--- config.mk ---
export PLATFORM = sky130hd
export DESIGN_NAME = cpu_control
export DESIGN_NICKNAME = d
export VERILOG_FILES = /design/src/ctrl_dev_pkg.sv /design/src/ctrl_isa_pkg.sv /design/src/cond_eval.sv /design/src/cpu_control.sv /design/src/dev_select.sv /design/src/instr_fields.sv
export SDC_FILE = /design/constraint.sdc
export NUM_CORES = 1
export LEC_CHECK = 0
export ABC_CLOCK_PERIOD_IN_PS = 3900
export BUFFER_PORTS_ARGS = -buffer_cell sky130_fd_sc_hd__clkbuf_2
export CORE_ASPECT_RATIO = 0.75
export CORE_MARGIN = 2
export CORE_UTILIZATION = 52
export CTS_BUF_LIST = sky130_fd_sc_hd__clkbuf_2 sky130_fd_sc_hd__clkbuf_4 sky130_fd_sc_hd__clkbuf_8
export CTS_CLUSTER_SIZE = 28
export DETAILED_ROUTE_END_ITERATION = 16
export GPL_ROUTABILITY_DRIVEN = 0
export PLACE_DENSITY = 0.95
export SLEW_MARGIN = 10
export SYNTH_ARGS = -nofsm -noshare
export SYNTH_HDL_FRONTEND = slang
export SYNTH_SLANG_ARGS = --single-unit
--- constraint.sdc ---
create_clock -name clk -period 3.9 [get_ports clk]
set_clock_uncertainty 0.15 [all_clocks]
set_input_delay 0.585 -clock clk [delete_from_list [all_inputs] [get_ports clk]]
set_output_delay 0.585 -clock clk [all_outputs]
set_load 0.02 [all_outputs]
--- src/ctrl_dev_pkg.sv ---
// --------------------------------------------------------------------------
// Device select counts and indices for the A, B and target buses
// --------------------------------------------------------------------------
package ctrl_dev_pkg;

    // ----------------------------------------------------------------------
    // Bus sizes
    // ----------------------------------------------------------------------
    localparam int adev_count     = 8;   // A bus, one 3-to-8 decode
    localparam int bdev_count     = 16;  // B bus, two decodes stacked
    localparam int tdev_count     = 16;  // Target devices, same shape as B
    localparam int dev_code_width = 4;   // B and target code width

    // ----------------------------------------------------------------------
    // Named devices
    // ----------------------------------------------------------------------

    // B source driven from the immediate byte of the instruction
    localparam int bdev_immed = 4;

endpackage

--- src/ctrl_isa_pkg.sv ---
// --------------------------------------------------------------------------
// Instruction word layout and condition codes of the microcoded controller
// Lane view matches the six ROM byte lanes, field view is the decode
// --------------------------------------------------------------------------
package ctrl_isa_pkg;

    localparam int instr_width  = 48;   // Six ROM lanes of 8 bits
    localparam int cond_width   = 4;    // 16-way condition select
    localparam int alu_op_width = 5;

    // ----------------------------------------------------------------------
    // Condition codes, flag selected by each
    // ----------------------------------------------------------------------
    localparam logic [cond_width-1:0] cond_always   = 4'd0;
    localparam logic [cond_width-1:0] cond_carry    = 4'd1;
    localparam logic [cond_width-1:0] cond_zero     = 4'd2;
    localparam logic [cond_width-1:0] cond_overflow = 4'd3;
    localparam logic [cond_width-1:0] cond_negative = 4'd4;
    localparam logic [cond_width-1:0] cond_gt       = 4'd5;
    localparam logic [cond_width-1:0] cond_lt       = 4'd6;
    localparam logic [cond_width-1:0] cond_eq       = 4'd7;
    localparam logic [cond_width-1:0] cond_ne       = 4'd8;
    localparam logic [cond_width-1:0] cond_di       = 4'd9;   // UART data in ready
    localparam logic [cond_width-1:0] cond_do       = 4'd10;  // UART data out ready
    // 11 to 15 reserved, treated as always

    // ----------------------------------------------------------------------
    // One 48-bit word, two decodes
    // ----------------------------------------------------------------------
    typedef union packed {
        logic [6:1][7:0] lane;          // Lane 1 lowest, lane 6 highest
        struct packed {
            // Lane 6
            logic [alu_op_width-1:0] alu_op;
            // Lanes 6 and 5, split at the lane boundary
            logic [3:0] targ_dev;
            // Lane 5
            logic [2:0] abus_dev;
            logic [2:0] bbus_dev_lo;
            logic       cond_top;       // Picks high half of the 16 flags
            // Lane 4
            logic [2:0] cond_bot;
            logic       set_flags_n;    // Low requests a flag update
            logic       cond_invert;    // High inverts the condition
            logic       unused;         // Spare bit
            logic       bbus_dev_hi;
            logic       amode;          // 0 register, 1 direct
            // Lanes 3 to 1
            logic [7:0] direct_hi;
            logic [7:0] direct_lo;
            logic [7:0] immed8;
        } field;
    } instr_word_t;

endpackage

--- src/cond_eval.sv ---
// --------------------------------------------------------------------------
// Condition evaluation. Latches condition bits and flags on load, picks one
// flag of 16 and drives exec_n low when the instruction should take effect
// --------------------------------------------------------------------------
`timescale 1ns/1ps

module cond_eval (
    input  logic                                 clk,
    input  logic                                 arst_n,
    input  logic                                 load,
    input  logic [ctrl_isa_pkg::instr_width-1:0] instruction,
    input  logic [7:0]                           flags_n,    // c z o n gt lt eq ne
    input  logic                                 flag_di_n,
    input  logic                                 flag_do_n,

    output logic                                 exec_n
);

    ctrl_isa_pkg::instr_word_t            word_in;   // Field view of the input
    logic [ctrl_isa_pkg::cond_width-1:0]  cond_q;
    logic                                 invert_q;
    logic [7:0]                           flags_q_n; // ALU flags, low = set
    logic                                 di_q_n;
    logic                                 do_q_n;
    logic                                 flag_sel_n; // Chosen flag, low = set
    logic                                 cond_met;

    assign word_in = instruction;

    // ----------------------------------------------------------------------
    // Condition and flag register
    // ----------------------------------------------------------------------
    always_ff @(posedge clk or negedge arst_n) begin
        if (!arst_n) begin
            cond_q    <= ctrl_isa_pkg::cond_always;
            invert_q  <= 1'b0;
            flags_q_n <= '1;                 // All flags clear
            di_q_n    <= 1'b1;
            do_q_n    <= 1'b1;
        end else if (load) begin
            cond_q    <= {word_in.field.cond_top, word_in.field.cond_bot};
            invert_q  <= word_in.field.cond_invert;
            flags_q_n <= flags_n;
            di_q_n    <= flag_di_n;
            do_q_n    <= flag_do_n;
        end
    end

    // ----------------------------------------------------------------------
    // 16-way flag select
    // ----------------------------------------------------------------------
    always_comb begin
        case (cond_q)
            ctrl_isa_pkg::cond_always:   flag_sel_n = 1'b0;           // Always set
            ctrl_isa_pkg::cond_carry:    flag_sel_n = flags_q_n[7];
            ctrl_isa_pkg::cond_zero:     flag_sel_n = flags_q_n[6];
            ctrl_isa_pkg::cond_overflow: flag_sel_n = flags_q_n[5];
            ctrl_isa_pkg::cond_negative: flag_sel_n = flags_q_n[4];
            ctrl_isa_pkg::cond_gt:       flag_sel_n = flags_q_n[3];
            ctrl_isa_pkg::cond_lt:       flag_sel_n = flags_q_n[2];
            ctrl_isa_pkg::cond_eq:       flag_sel_n = flags_q_n[1];
            ctrl_isa_pkg::cond_ne:       flag_sel_n = flags_q_n[0];
            ctrl_isa_pkg::cond_di:       flag_sel_n = di_q_n;
            ctrl_isa_pkg::cond_do:       flag_sel_n = do_q_n;
            default:                     flag_sel_n = 1'b0;           // Reserved codes
        endcase
    end

    // Met when the chosen flag is set, invert flips the decision
    assign cond_met = ~flag_sel_n;
    assign exec_n   = ~(cond_met ^ invert_q);

    // Target and flag gating downstream depend on a clean decision
    a_exec_known: assert property (
        @(posedge clk) disable iff (!arst_n)
        !$isunknown(exec_n)
    ) else $error("exec_n unknown");

endmodule

--- src/cpu_control.sv ---
// --------------------------------------------------------------------------
// Decode and conditional-execution controller, top level
// Load latches instruction and flags, outputs follow one cycle later
// --------------------------------------------------------------------------
`timescale 1ns/1ps

module cpu_control (
    input  logic                                  clk,
    input  logic                                  arst_n,
    input  logic                                  load,
    input  logic [ctrl_isa_pkg::instr_width-1:0]  instruction,
    input  logic [7:0]                            flags_n,      // c z o n gt lt eq ne
    input  logic                                  flag_di_n,    // UART rx ready
    input  logic                                  flag_do_n,    // UART tx ready

    output logic [ctrl_isa_pkg::alu_op_width-1:0] alu_op,
    output logic [ctrl_dev_pkg::adev_count-1:0]   adev_sel_n,
    output logic [ctrl_dev_pkg::bdev_count-1:0]   bdev_sel_n,
    output logic [ctrl_dev_pkg::tdev_count-1:0]   tdev_sel_n,
    output logic                                  set_flags_n,
    output logic [7:0]                            immed8,
    output logic                                  immed_en_n,
    output logic [15:0]                           direct_address,
    output logic                                  direct_en_n,
    output logic                                  addrmode_register_n
);

    // ----------------------------------------------------------------------
    // Internal wiring
    // ----------------------------------------------------------------------
    logic                                          valid;
    logic                                          exec_n;
    logic [$clog2(ctrl_dev_pkg::adev_count)-1:0]   abus_dev;
    logic [ctrl_dev_pkg::dev_code_width-1:0]       bbus_dev;
    logic [ctrl_dev_pkg::dev_code_width-1:0]       targ_dev;
    logic                                          set_flags_req_n;

    // Field decode, owns the instruction register
    instr_fields fields0 (
        .clk                 (clk),
        .arst_n              (arst_n),
        .load                (load),
        .instruction         (instruction),
        .valid               (valid),
        .alu_op              (alu_op),
        .abus_dev            (abus_dev),
        .bbus_dev            (bbus_dev),
        .targ_dev            (targ_dev),
        .set_flags_req_n     (set_flags_req_n),
        .immed8              (immed8),
        .direct_address      (direct_address),
        .direct_en_n         (direct_en_n),
        .addrmode_register_n (addrmode_register_n)
    );

    // Condition path, same word on the same edge
    cond_eval cond0 (
        .clk         (clk),
        .arst_n      (arst_n),
        .load        (load),
        .instruction (instruction),
        .flags_n     (flags_n),
        .flag_di_n   (flag_di_n),
        .flag_do_n   (flag_do_n),
        .exec_n      (exec_n)
    );

    // Select lines and set-flags strobe
    dev_select sel0 (
        .valid           (valid),
        .exec_n          (exec_n),
        .abus_dev        (abus_dev),
        .bbus_dev        (bbus_dev),
        .targ_dev        (targ_dev),
        .set_flags_req_n (set_flags_req_n),
        .adev_sel_n      (adev_sel_n),
        .bdev_sel_n      (bdev_sel_n),
        .tdev_sel_n      (tdev_sel_n),
        .set_flags_n     (set_flags_n),
        .immed_en_n      (immed_en_n)
    );

endmodule

--- src/dev_select.sv ---
// --------------------------------------------------------------------------
// Device select decode. Turns the A, B and target codes into active-low
// one-of-N lines, target and set-flags gated by the execute decision
// --------------------------------------------------------------------------
`timescale 1ns/1ps

module dev_select (
    input  logic                                        valid,
    input  logic                                        exec_n,    // Low = execute
    input  logic [$clog2(ctrl_dev_pkg::adev_count)-1:0] abus_dev,
    input  logic [ctrl_dev_pkg::dev_code_width-1:0]     bbus_dev,
    input  logic [ctrl_dev_pkg::dev_code_width-1:0]     targ_dev,
    input  logic                                        set_flags_req_n,

    output logic [ctrl_dev_pkg::adev_count-1:0]         adev_sel_n,
    output logic [ctrl_dev_pkg::bdev_count-1:0]         bdev_sel_n,
    output logic [ctrl_dev_pkg::tdev_count-1:0]         tdev_sel_n,
    output logic                                        set_flags_n,
    output logic                                        immed_en_n
);

    // ----------------------------------------------------------------------
    // Shared decoder with one low line when enabled
    // ----------------------------------------------------------------------
    function automatic logic [ctrl_dev_pkg::bdev_count-1:0] decode_n(
        input logic                                    en,
        input logic [ctrl_dev_pkg::dev_code_width-1:0] code
    );
        logic [ctrl_dev_pkg::bdev_count-1:0] lines;
        lines = '1;                       // Idle high
        if (en)
            lines[code] = 1'b0;
        return lines;
    endfunction

    logic [ctrl_dev_pkg::bdev_count-1:0] a_lines_n; // Upper half never selected
    logic                                do_target;  // Execute on a loaded word

    // ----------------------------------------------------------------------
    // Select lines
    // ----------------------------------------------------------------------
    always_comb begin
        do_target = valid & ~exec_n;

        // A bus uses the low eight lines only
        a_lines_n  = decode_n(valid, {1'b0, abus_dev});
        adev_sel_n = a_lines_n[ctrl_dev_pkg::adev_count-1:0];

        bdev_sel_n = decode_n(valid, bbus_dev);       // Sources are not gated
        tdev_sel_n = decode_n(do_target, targ_dev);   // Write suppressed on fail

        // Flag update needs both the request and a passing condition
        set_flags_n = ~(do_target & ~set_flags_req_n);

        // Immediate byte drives the B bus while its device is selected
        immed_en_n = bdev_sel_n[ctrl_dev_pkg::bdev_immed];

        // ------------------------------------------------------------------
        // Checks on the decoded buses
        // ------------------------------------------------------------------
        assert ($onehot0(~adev_sel_n))
            else $error("more than one A source selected");
        assert ($onehot0(~bdev_sel_n))
            else $error("more than one B source selected");
        assert ($onehot0(~tdev_sel_n))
            else $error("more than one target selected");
        assert (!(exec_n && tdev_sel_n != '1))
            else $error("target selected with condition failed");
    end

endmodule

--- src/instr_fields.sv ---
// --------------------------------------------------------------------------
// Instruction register and field decode
// Captures the word on load, drives device codes and the address-mode pair
// --------------------------------------------------------------------------
`timescale 1ns/1ps

module instr_fields (
    input  logic                                  clk,
    input  logic                                  arst_n,
    input  logic                                  load,
    input  logic [ctrl_isa_pkg::instr_width-1:0]  instruction,

    output logic                                  valid,
    output logic [ctrl_isa_pkg::alu_op_width-1:0] alu_op,
    output logic [$clog2(ctrl_dev_pkg::adev_count)-1:0] abus_dev,
    output logic [ctrl_dev_pkg::dev_code_width-1:0] bbus_dev,
    output logic [ctrl_dev_pkg::dev_code_width-1:0] targ_dev,
    output logic                                  set_flags_req_n,
    output logic [7:0]                            immed8,
    output logic [15:0]                           direct_address,
    output logic                                  direct_en_n,
    output logic                                  addrmode_register_n
);

    // ----------------------------------------------------------------------
    // Instruction register
    // ----------------------------------------------------------------------
    ctrl_isa_pkg::instr_word_t ir;   // Latched word

    always_ff @(posedge clk or negedge arst_n) begin
        if (!arst_n) begin
            ir    <= '0;                   // alu_op reads 0 out of reset
            valid <= 1'b0;
        end else if (load) begin
            ir    <= instruction;
            valid <= 1'b1;                 // Sticks after first load
        end
    end

    // ----------------------------------------------------------------------
    // Field decode
    // ----------------------------------------------------------------------
    assign alu_op   = ir.field.alu_op;
    assign abus_dev = ir.field.abus_dev;
    assign targ_dev = ir.field.targ_dev;    // Spans lanes 6 and 5

    // B code split across lanes 5 and 4
    assign bbus_dev = {ir.field.bbus_dev_hi, ir.field.bbus_dev_lo};

    assign set_flags_req_n = ir.field.set_flags_n;  // Gated later by exec

    // Immediate byte, enable comes from the B decode
    assign immed8 = ir.field.immed8;

    // Direct address is lanes 3 and 2 taken whole
    assign direct_address = {ir.lane[3], ir.lane[2]};

    // ----------------------------------------------------------------------
    // Address mode
    // ----------------------------------------------------------------------

    // amode low selects register addressing, high drives the direct address
    // Both stay inactive until a word has been loaded
    always_comb begin
        addrmode_register_n = ~(valid & ~ir.field.amode);
        direct_en_n         = ~(valid &  ir.field.amode);
    end

    // Only one source may own the address bus
    a_amode_excl: assert property (
        @(posedge clk) disable iff (!arst_n)
        !(!direct_en_n && !addrmode_register_n)
    ) else $error("direct and register address modes both enabled");

endmodule

==> results of run 1 <==
-- cell usage in the layout, fill, tap and decap left out, drive strengths merged, types with 2 or more instances in the layout --
cell,n
clkbuf,145
mux2,56
dfrtp,48
nand2,36
nor2,16
dfstp,10
nand3,9
nand3b,6
nor2b,6
nand2b,5
nor3,4
o21ai,3
inv,2
clkinv,2
buf,2
-- stage by stage --
step | hold slack, ns | cells | worst slack (ns) | power (W) | area (um2)
6_report | 0.207 | 443 | 0.734 | 0.00161 | 3640
4_1_cts | 0.220 | 443 | 0.707 | 0.00163 | 3640
2_1_floorplan | 0.139 | 258 | 1.43 | 0.000986 | 2950
3_3_place_gp | 0.331 | 427 | 1.16 | 0.00105 | 3440
3_5_place_dp | 0.346 | 427 | 1.08 | 0.00107 | 3440
5_1_grt | 0.272 | 443 | 0.561 | 0.00169 | 3640
-- worst max path at each step --
stage                     cells past startpoint             end           start  slack [ns]
after CTS                                     6     set_flags_n  fields0.ir[31]        0.71
after floorplan                               7  tdev_sel_n[10]  fields0.ir[31]        1.43
final                                         6   tdev_sel_n[4]  fields0.ir[31]        0.73
after detailed placement                      6     set_flags_n  fields0.ir[31]        1.08
after global routing                          6     set_flags_n  fields0.ir[31]        0.56
after global placement                        6     set_flags_n  fields0.ir[31]        1.16
-- cell families after synthesis --
logic type | Yosys count | synth area share [%]
AO/OA/AOI/OAI | 9 | 3.14
buffers and inverters | 42 | 9.69
flip-flops | 58 | 49.7
multiplexers | 57 | 21.9
AND/OR/NAND/NOR | 92 | 15.6
-- registers in the layout (all words and copies together), names as in the netlist --
| register | cells |
|---|---|
| cond0.di_q_n | 1 |
| cond0.do_q_n | 1 |
| cond0.flags_q_n | 8 |
| fields0.ir | 47 |
| fields0.valid | 1 |
-- power groups by stage --
stage          clock (W)  combinational, W  sequential [W]
2_1_floorplan          0          0.000274        0.000712
3_3_place_gp           0          0.000325        0.000722
3_5_place_dp           0          0.000337        0.000729
4_1_cts         0.000576          0.000338        0.000718
5_1_grt         0.000603          0.000361        0.000729
6_report        0.000558          0.000333        0.000718
-- per-layer routing --
| layer | vias to the layer above | wire (um) | part of all wire (%) | GRT usage (%) |
|---|---|---|---|---|
| li1 | 1063 | - | - | - |
| met1 | 1037 | 2600 | 43 | 24.0 |
| met2 | 91 | 3080 | 50 | 35.7 |
| met3 | 6 | 376 | 6.2 | 6.41 |
| met4 | 0 | 48 | 0.79 | 6.06 |
| met5 | - | 0 | 0 | 0 |
-- cell type report --
type	instances	area, um2
Multi-Input combinational cell	158	1200
Clock buffer	13	166
Sequential cell	58	1460
Fill cell	455	1770
Tap cell	75	93.8
Clock inverter	3	40.0
Inverter	2	7.51
Timing Repair Buffer	134	676
==> impl_metrics.toml, run 1 <==
[sta]
setup_tns_ns = 0
setup_violations = 0
finalHoldViolCount = 0
fin_crit_sh_pct = 81.2
rsz0062_at_grt = "false"
worst_pin_slew_ns = 1.02
fin_crit_ns = 3.17
slew_viol_final = 0
fmax_ghz = 0.316
slew_headroom_pct = 32.2

[grt]
antenna_found_initial = 0
grt_pass1_wl_um = 10200
grt_usage_pct = 20.3
grt_pass1_vias = 2159
grt_start_max_net_pins = 43
overflow = 0

[synthesis]
avgSynthCellArea_um2 = 11.4
synth_ff_type = "dfrtp_1"
synthCells = 258
synth.distinct_cells = 34
yosys-top-cells-count = "mux2_2, dfrtp_1, nand2_1, buf_4, nor2_1"
async_reset_ff_share_pct = 100
synth_area_leaders = "dfrtp_1, mux2_2, dfstp_2, buf_4, nand2_1"
ys_seq_area_share_pct = 49.7
synth_edf_count = 0
syn_area_mm2 = 0.00295
synth_top_area_share_pct = 40.8
syn_nets = 319
yosys_warnings = 0
ys_seq_elements = 58
yosysTopAreaCell = "dfrtp_1"
synth_most_common_cell = "mux2_2"

[routing]
drc = 0
drt_iter0_drc = 80
vias = 2197
antenna_left = 0
routed_wl_um = 6100
drtPass1Iterations = 4
routed_via_density = 4.96
wl_per_cell_um = 13.8

[power]
p_leak_nw = 1.71
intPower_w = 0.00116
clockPowerShare_pct = 34.7
p_per_area_mw_per_mm2 = 442
p_switching_w = 0.000453
power_frac_seq_pct = 44.6
ir_worst_vdd_uv = 339
power_frac_comb_pct = 20.7
p_sw_share_pct = 28.1

[worst_setup_path]
reg2reg_depth = 1
slowest_stage = "o311ai_4"
cp-end-kind = "output port"
critPathBufInv = 1
crit_family = "compound AO/OA/AOI/OAI gates"
worst_r2r_startpoint = "fields0.valid"
cp_max_fo = 17
critical_path.cell_chain = "mux2_4, a31oi_4, nor2_1, o311ai_4, nand2_1, clkbuf_2"
path_class = "reg -> out"
r2r_slack_ns = 2.72
crit_arrival_ns = 2.43
crit_required_ns = 3.16
r2r_end = "fields0.valid"
cpPeakStageDelay_ns = 0.64
crit_path_start_kind = "flip-flop"

[floorplan]
coreArea_mm2 = 0.00541
die_area_mm2 = 0.00629
die_w_um = 90.9
chipHeight_um = 69.2
start_util_pct = 54.4
num_rows = 23
num_io_pins = 134

[clock_tree]
clk_pin_slew_ns = 0.06
cts_resized = 0
cts_buffers = 9
clock-sinks = 58
clockBufferDepth = 2
cts_tree = "done"
post-cts-setup-buffers = 0
htreeDepth = 3
hold_buffers = 0
cts_root_buffer = "clkbuf_8"
clock_latency_ns = 0.33

[finish]
post-route-util_pct = 67.3
diodes = 0
synthToLayoutAreaGrowth_pct = 23.7
nNetsFinal = 424
drive_gt1_share_pct = 60.3

[placement]
hpwlAfterDp_um = 4630
portBuffers = 132

[status]
outcome = "finished, final reports clean"

[worst_hold_path]
worstHoldPathType = "in -> async"

[flow_run]
max_cap_violations = 0
Note: power is estimated with default switching activity, not from simulation.
==> inputs of run 2 (changes only) <==
- ABC_CLOCK_PERIOD_IN_PS: 3900 -> 2600
- CORE_UTILIZATION: 52 -> 44
- PLACE_DENSITY: 0.95 -> 0.88
- clock period: 3.9 -> 2.6 ns (I/O delays scaled with it)
==> impl_metrics.toml, run 2 (synthesis gave the netlist of run 1 again) <==
[sta]
fmax_ghz = 0.378
fin_ws_ns = -0.0441
slew_viol_final = 0
worst_pin_slew_ns = 0.478
fin_crit_sh_pct = 102
slew_headroom_pct = 68.1
setup_tns_ns = -0.328
finalHoldViolCount = 0
fin_crit_ns = 2.64
setup_violations = 17
rsz0062_at_grt = "true"

[grt]
antenna_found_initial = 0
grt-busiest-layer = "met2"
grt_usage_pct = 16.2
grt_pass1_wl_um = 9320
grt_start_max_net_pins = 61
met2_usage_pct = 27.0
grt_use_met3_pct = 5.76
overflow = 0
met1_usage_pct = 20.2
grt_pass1_vias = 2028

[floorplan]
start_util_pct = 46.2
die_area_mm2 = 0.00737
chipHeight_um = 74.9
coreArea_mm2 = 0.00638
die_w_um = 98.5
num_rows = 25
num_io_pins = 134

[routing]
routed_via_density = 4.87
routed_wl_um = 5840
wl_per_cell_um = 12.8
drtPass1Iterations = 4
antenna_left = 0
vias = 2218
drc = 0
drt_iter0_drc = 60

[finish]
drive_gt1_share_pct = 61.8
layout_commonest_cell = "clkbuf_2"
final_cell_mix = "clkbuf_2, mux2_2, dfrtp_1"
diodes = 0
largest_register_ffs = 47
top_regs = "fields0.ir (47), cond0.flags_q_n (8)"
synthToLayoutAreaGrowth_pct = 28.1
nNetsFinal = 430
top_register = "fields0.ir"
final_cells = 455

[worst_setup_path]
crit_arrival_ns = 2.10
path_class = "reg -> out"
worst_r2r_startpoint = "fields0.valid"
cp-end-kind = "output port"
crit_path_start_kind = "flip-flop"
reg2reg_depth = 2
crit_required_ns = 2.06
cp_max_fo = 17
startpoint = "fields0.ir[31]"

[power]
p_per_area_mw_per_mm2 = 676
ir_worst_vdd_uv = 422
p_leak_nw = 1.74

[worst_hold_path]
hold_start = "instruction[29]"
worstHoldPathType = "in -> reg"
holdPathStages = 3

[clock_tree]
clk_pin_slew_ns = 0.06
cts_root_buffer = "clkbuf_8"
clock_latency_ns = 0.32
clock-sinks = 58
cts_tree = "done"
clockBufferDepth = 2
cts_buffers = 9
htreeDepth = 3

[placement]
portBuffers = 132
dp_cells = 435
hpwlAfterDp_um = 4390

[flow_run]
max_cap_violations = 0

[status]
outcome = "finished, violations left"
violations = "negative setup slack"
run 2: worst paths after layout:
path	slack [ns]	to
max	-0.04	set_flags_n
min in group asynchronous	0.39	fields0.ir[2]
min reg2reg	0.35	fields0.ir[28]
max reg2reg	1.48	fields0.valid
min	0.13	fields0.ir[29]
max in group asynchronous	1.21	cond0.do_q_n
run 2: what timing repair did:
item / in CTS / in global routing
gates cloned: 0 / 0
endpoints found under the hold margin: 10 / 0
hold buffers: 1 / 0
pin swaps: 1 / 0
gates resized for setup: 3 / 13
setup buffers: 3 / 0
setup endpoints to repair: 17 / 17
run 2: metrics by stage:
| stage | cell area, um2 | hold slack [ns] | total power, W | utilization, % | setup slack [ns] |
|---|---|---|---|---|---|
| final | 3770 | 0.131 | 0.00255 | 59.1 | -0.0441 |
| after global routing | 3770 | 0.126 | 0.00269 | 59.1 | -0.165 |
| after CTS | 3760 | 0.110 | 0.00259 | 59.0 | -0.0621 |
| after detailed placement | 3470 | 0.210 | 0.00160 | 54.4 | -0.0159 |
| after global placement | 3470 | 0.205 | 0.00158 | 54.4 | 0.0434 |
| after floorplan | 2950 | -0.0556 | 0.00148 | - | 0.328 |
run 2: layer usage:
| layer | vias up | routed length (um) |
|---|---|---|
| met5 | - | 0 |
| met4 | 0 | 58 |
| met3 | 8 | 406 |
| met2 | 81 | 2900 |
| met1 | 1049 | 2470 |
| li1 | 1080 | - |
run 2: area by class of cell:
| cell class | instances | area (um2) |
|---|---|---|
| clock buffers | 12 | 165 |
| clock inverters | 4 | 72.6 |
| fillers | 540 | 2610 |
| inverters | 2 | 7.51 |
| multi-input cells | 158 | 1210 |
| flip-flops and latches | 58 | 1470 |
| well taps | 81 | 101 |
| repair buffers | 140 | 754 |
run 2: critical path, stage by stage, from the launching register on:
cell and delay (ns):
dfrtp_2 0.47, nand4bb_1 0.12, o211ai_1 0.13, a211o_1 0.35, o311ai_4 0.30, buf_12 0.18
nand3b_1 0.07, buf_2 0.16
run 2: report_power, final:
group | switching [W] | internal [W]
logic | 0.000284 | 0.000243
registers | 0.0000711 | 0.00100
clock network | 0.000333 | 0.000616
==> inputs of run 3 (changes only) <==
- CORE_MARGIN: 2 -> 3
- GPL_ROUTABILITY_DRIVEN: 0 -> unset
==> impl_metrics.toml, run 3 (synthesis gave the netlist of run 1 again) <==
[sta]
finalHoldViolCount = 0
fmax_ghz = 0.378
fin_crit_sh_pct = 102
worst_pin_slew_ns = 0.656
setup_violations = 17
slew_headroom_pct = 56.2
rsz0062_at_grt = "true"
fin_crit_ns = 2.65
slew_viol_final = 0
fin_ws_ns = -0.0452

[finish]
diodes = 0
nNetsFinal = 427
layout_commonest_cell = "clkbuf_2"
top_regs = "fields0.ir (47), cond0.flags_q_n (8)"
nFillCells = 562
largest_register_ffs = 47
final_cell_mix = "clkbuf_2, mux2_2, dfrtp_1"
multi_input_comb_area_mm2 = 0.00121
drive_gt1_share_pct = 62.0
top_register = "fields0.ir"
regArea_mm2 = 0.00147
fin_area_mm2 = 0.00371
synthToLayoutAreaGrowth_pct = 26.1

[clock_tree]
cts_tree = "done"
clock_latency_ns = 0.32
clock-sinks = 58
clockBufferDepth = 2
cts_root_buffer = "clkbuf_8"
htreeDepth = 3
clk_pin_slew_ns = 0.06
cts_buffers = 9

[worst_setup_path]
crit_path_start_kind = "flip-flop"
cp-end-kind = "output port"
path_class = "reg -> out"
cp_max_fo = 17
startpoint = "fields0.ir[31]"
worst_r2r_startpoint = "fields0.valid"
crit_arrival_ns = 2.11
crit_required_ns = 2.06

[grt]
antenna_found_initial = 0
grt_pass1_wl_um = 10100
overflow = 0
grt_pass1_vias = 2283
grt_start_max_net_pins = 38
grt_usage_pct = 16.6

[floorplan]
die_area_mm2 = 0.00772
chipHeight_um = 76.9
start_util_pct = 46.2
num_io_pins = 134
die_w_um = 100
num_rows = 25
coreArea_mm2 = 0.00638

[routing]
drtPass1Iterations = 5
drc = 0
routed_via_density = 4.86
drt_iter0_drc = 45
vias = 2195
antenna_left = 0
routed_wl_um = 5920
wl_per_cell_um = 13.1

[status]
outcome = "finished, violations left"
violations = "negative setup slack"

[power]
ir_worst_vdd_uv = 327
total_power_w = 0.00233
p_leak_nw = 1.71
p_per_area_mw_per_mm2 = 628

[flow_run]
max_cap_violations = 0

[placement]
gp_congestion = 0.881
placed_cell_area_mm2 = 0.00348
hpwlAfterDp_um = 4600
portBuffers = 132

[worst_hold_path]
hold_start = "instruction[30]"
worstHoldPathType = "in -> reg"
==> run 3: cell count changes in the layout (fill, tap and decap cells not counted), sizes merged <==
| cell | delta |
|---|---|
| clkinvlp | -1 |
| buf | +2 |
| bufinv | -2 |
| clkinv | +2 |
| clkbuf | -4 |
==> run 3: where the power goes <==
part	switching (W)	internal [W]	leakage, nW	total, W
registers	0.0000728	0.00100	0.661	0.00108
clock network	0.000318	0.000414	0.100	0.000732
logic	0.000284	0.000241	0.948	0.000525
total	0.000675	0.00166	1.71	0.00233
==> run 3: layout make-up <==
type / instances / share of cell area [%]
Multi-Input combinational cell: 158 / 32.6
Clock buffer: 13 / 4.48
Tap cell: 81 / 2.73
Timing Repair Buffer: 137 / 20.0
Clock inverter: 3 / 0.404
Inverter: 2 / 0.202
Sequential cell: 58 / 39.5
==> run 3: what timing repair did <==
action | in CTS | in global routing
buffers inserted | 1 | 0
endpoints found under the setup margin | 17 | 17
hold buffers | 1 | 0
pin swaps | 1 | 0
resized for setup | 4 | 19
hold endpoints to repair | 25 | 0
==> run 3: critical path, stage by stage, from the launching register on <==
cell	delay, ns
dfrtp_2	0.46
nand4bb_1	0.12
o211ai_1	0.13
a211o_1	0.35
o311ai_4	0.30
buf_12	0.18
nand3b_1	0.07
buf_2	0.16
==> run 3: path summary, 6_finish.rpt <==
path | end | slack, ns | cells after the start
setup / recovery | set_flags_n | -0.05 | 7
hold / removal | fields0.ir[30] | 0.12 | 3
setup reg to reg | fields0.valid | 1.49 | 2
hold reg to reg | fields0.ir[45] | 0.35 | 1
max in group asynchronous | cond0.flags_q_n[3] | 1.15 | 3
min in group asynchronous | fields0.ir[39] | 0.48 | 2
==> run 3: layer usage <==
metal | track usage, % | vias to the layer above | share of wire [%]
li1 | - | 1067 | -
met1 | 19.0 | 1038 | 41
met2 | 27.7 | 82 | 49
met3 | 7.00 | 8 | 8.4
met4 | 6.19 | 0 | 1.4
met5 | 0 | - | 0
==> run 3: per-stage QoR <==
step	hold slack [ns]	cells	util (%)	setup slack, ns	TNS, ns
6_report	0.123	452	58.2	-0.0452	-0.358
3_3_place_gp	0.284	434	54.5	0.0442	0
3_5_place_dp	0.306	434	54.5	-0.000279	-0.000279
4_1_cts	0.109	452	58.0	-0.0740	-0.827
5_1_grt	0.113	452	58.2	-0.187	-2.34
2_1_floorplan	-0.0556	258	-	0.328	0
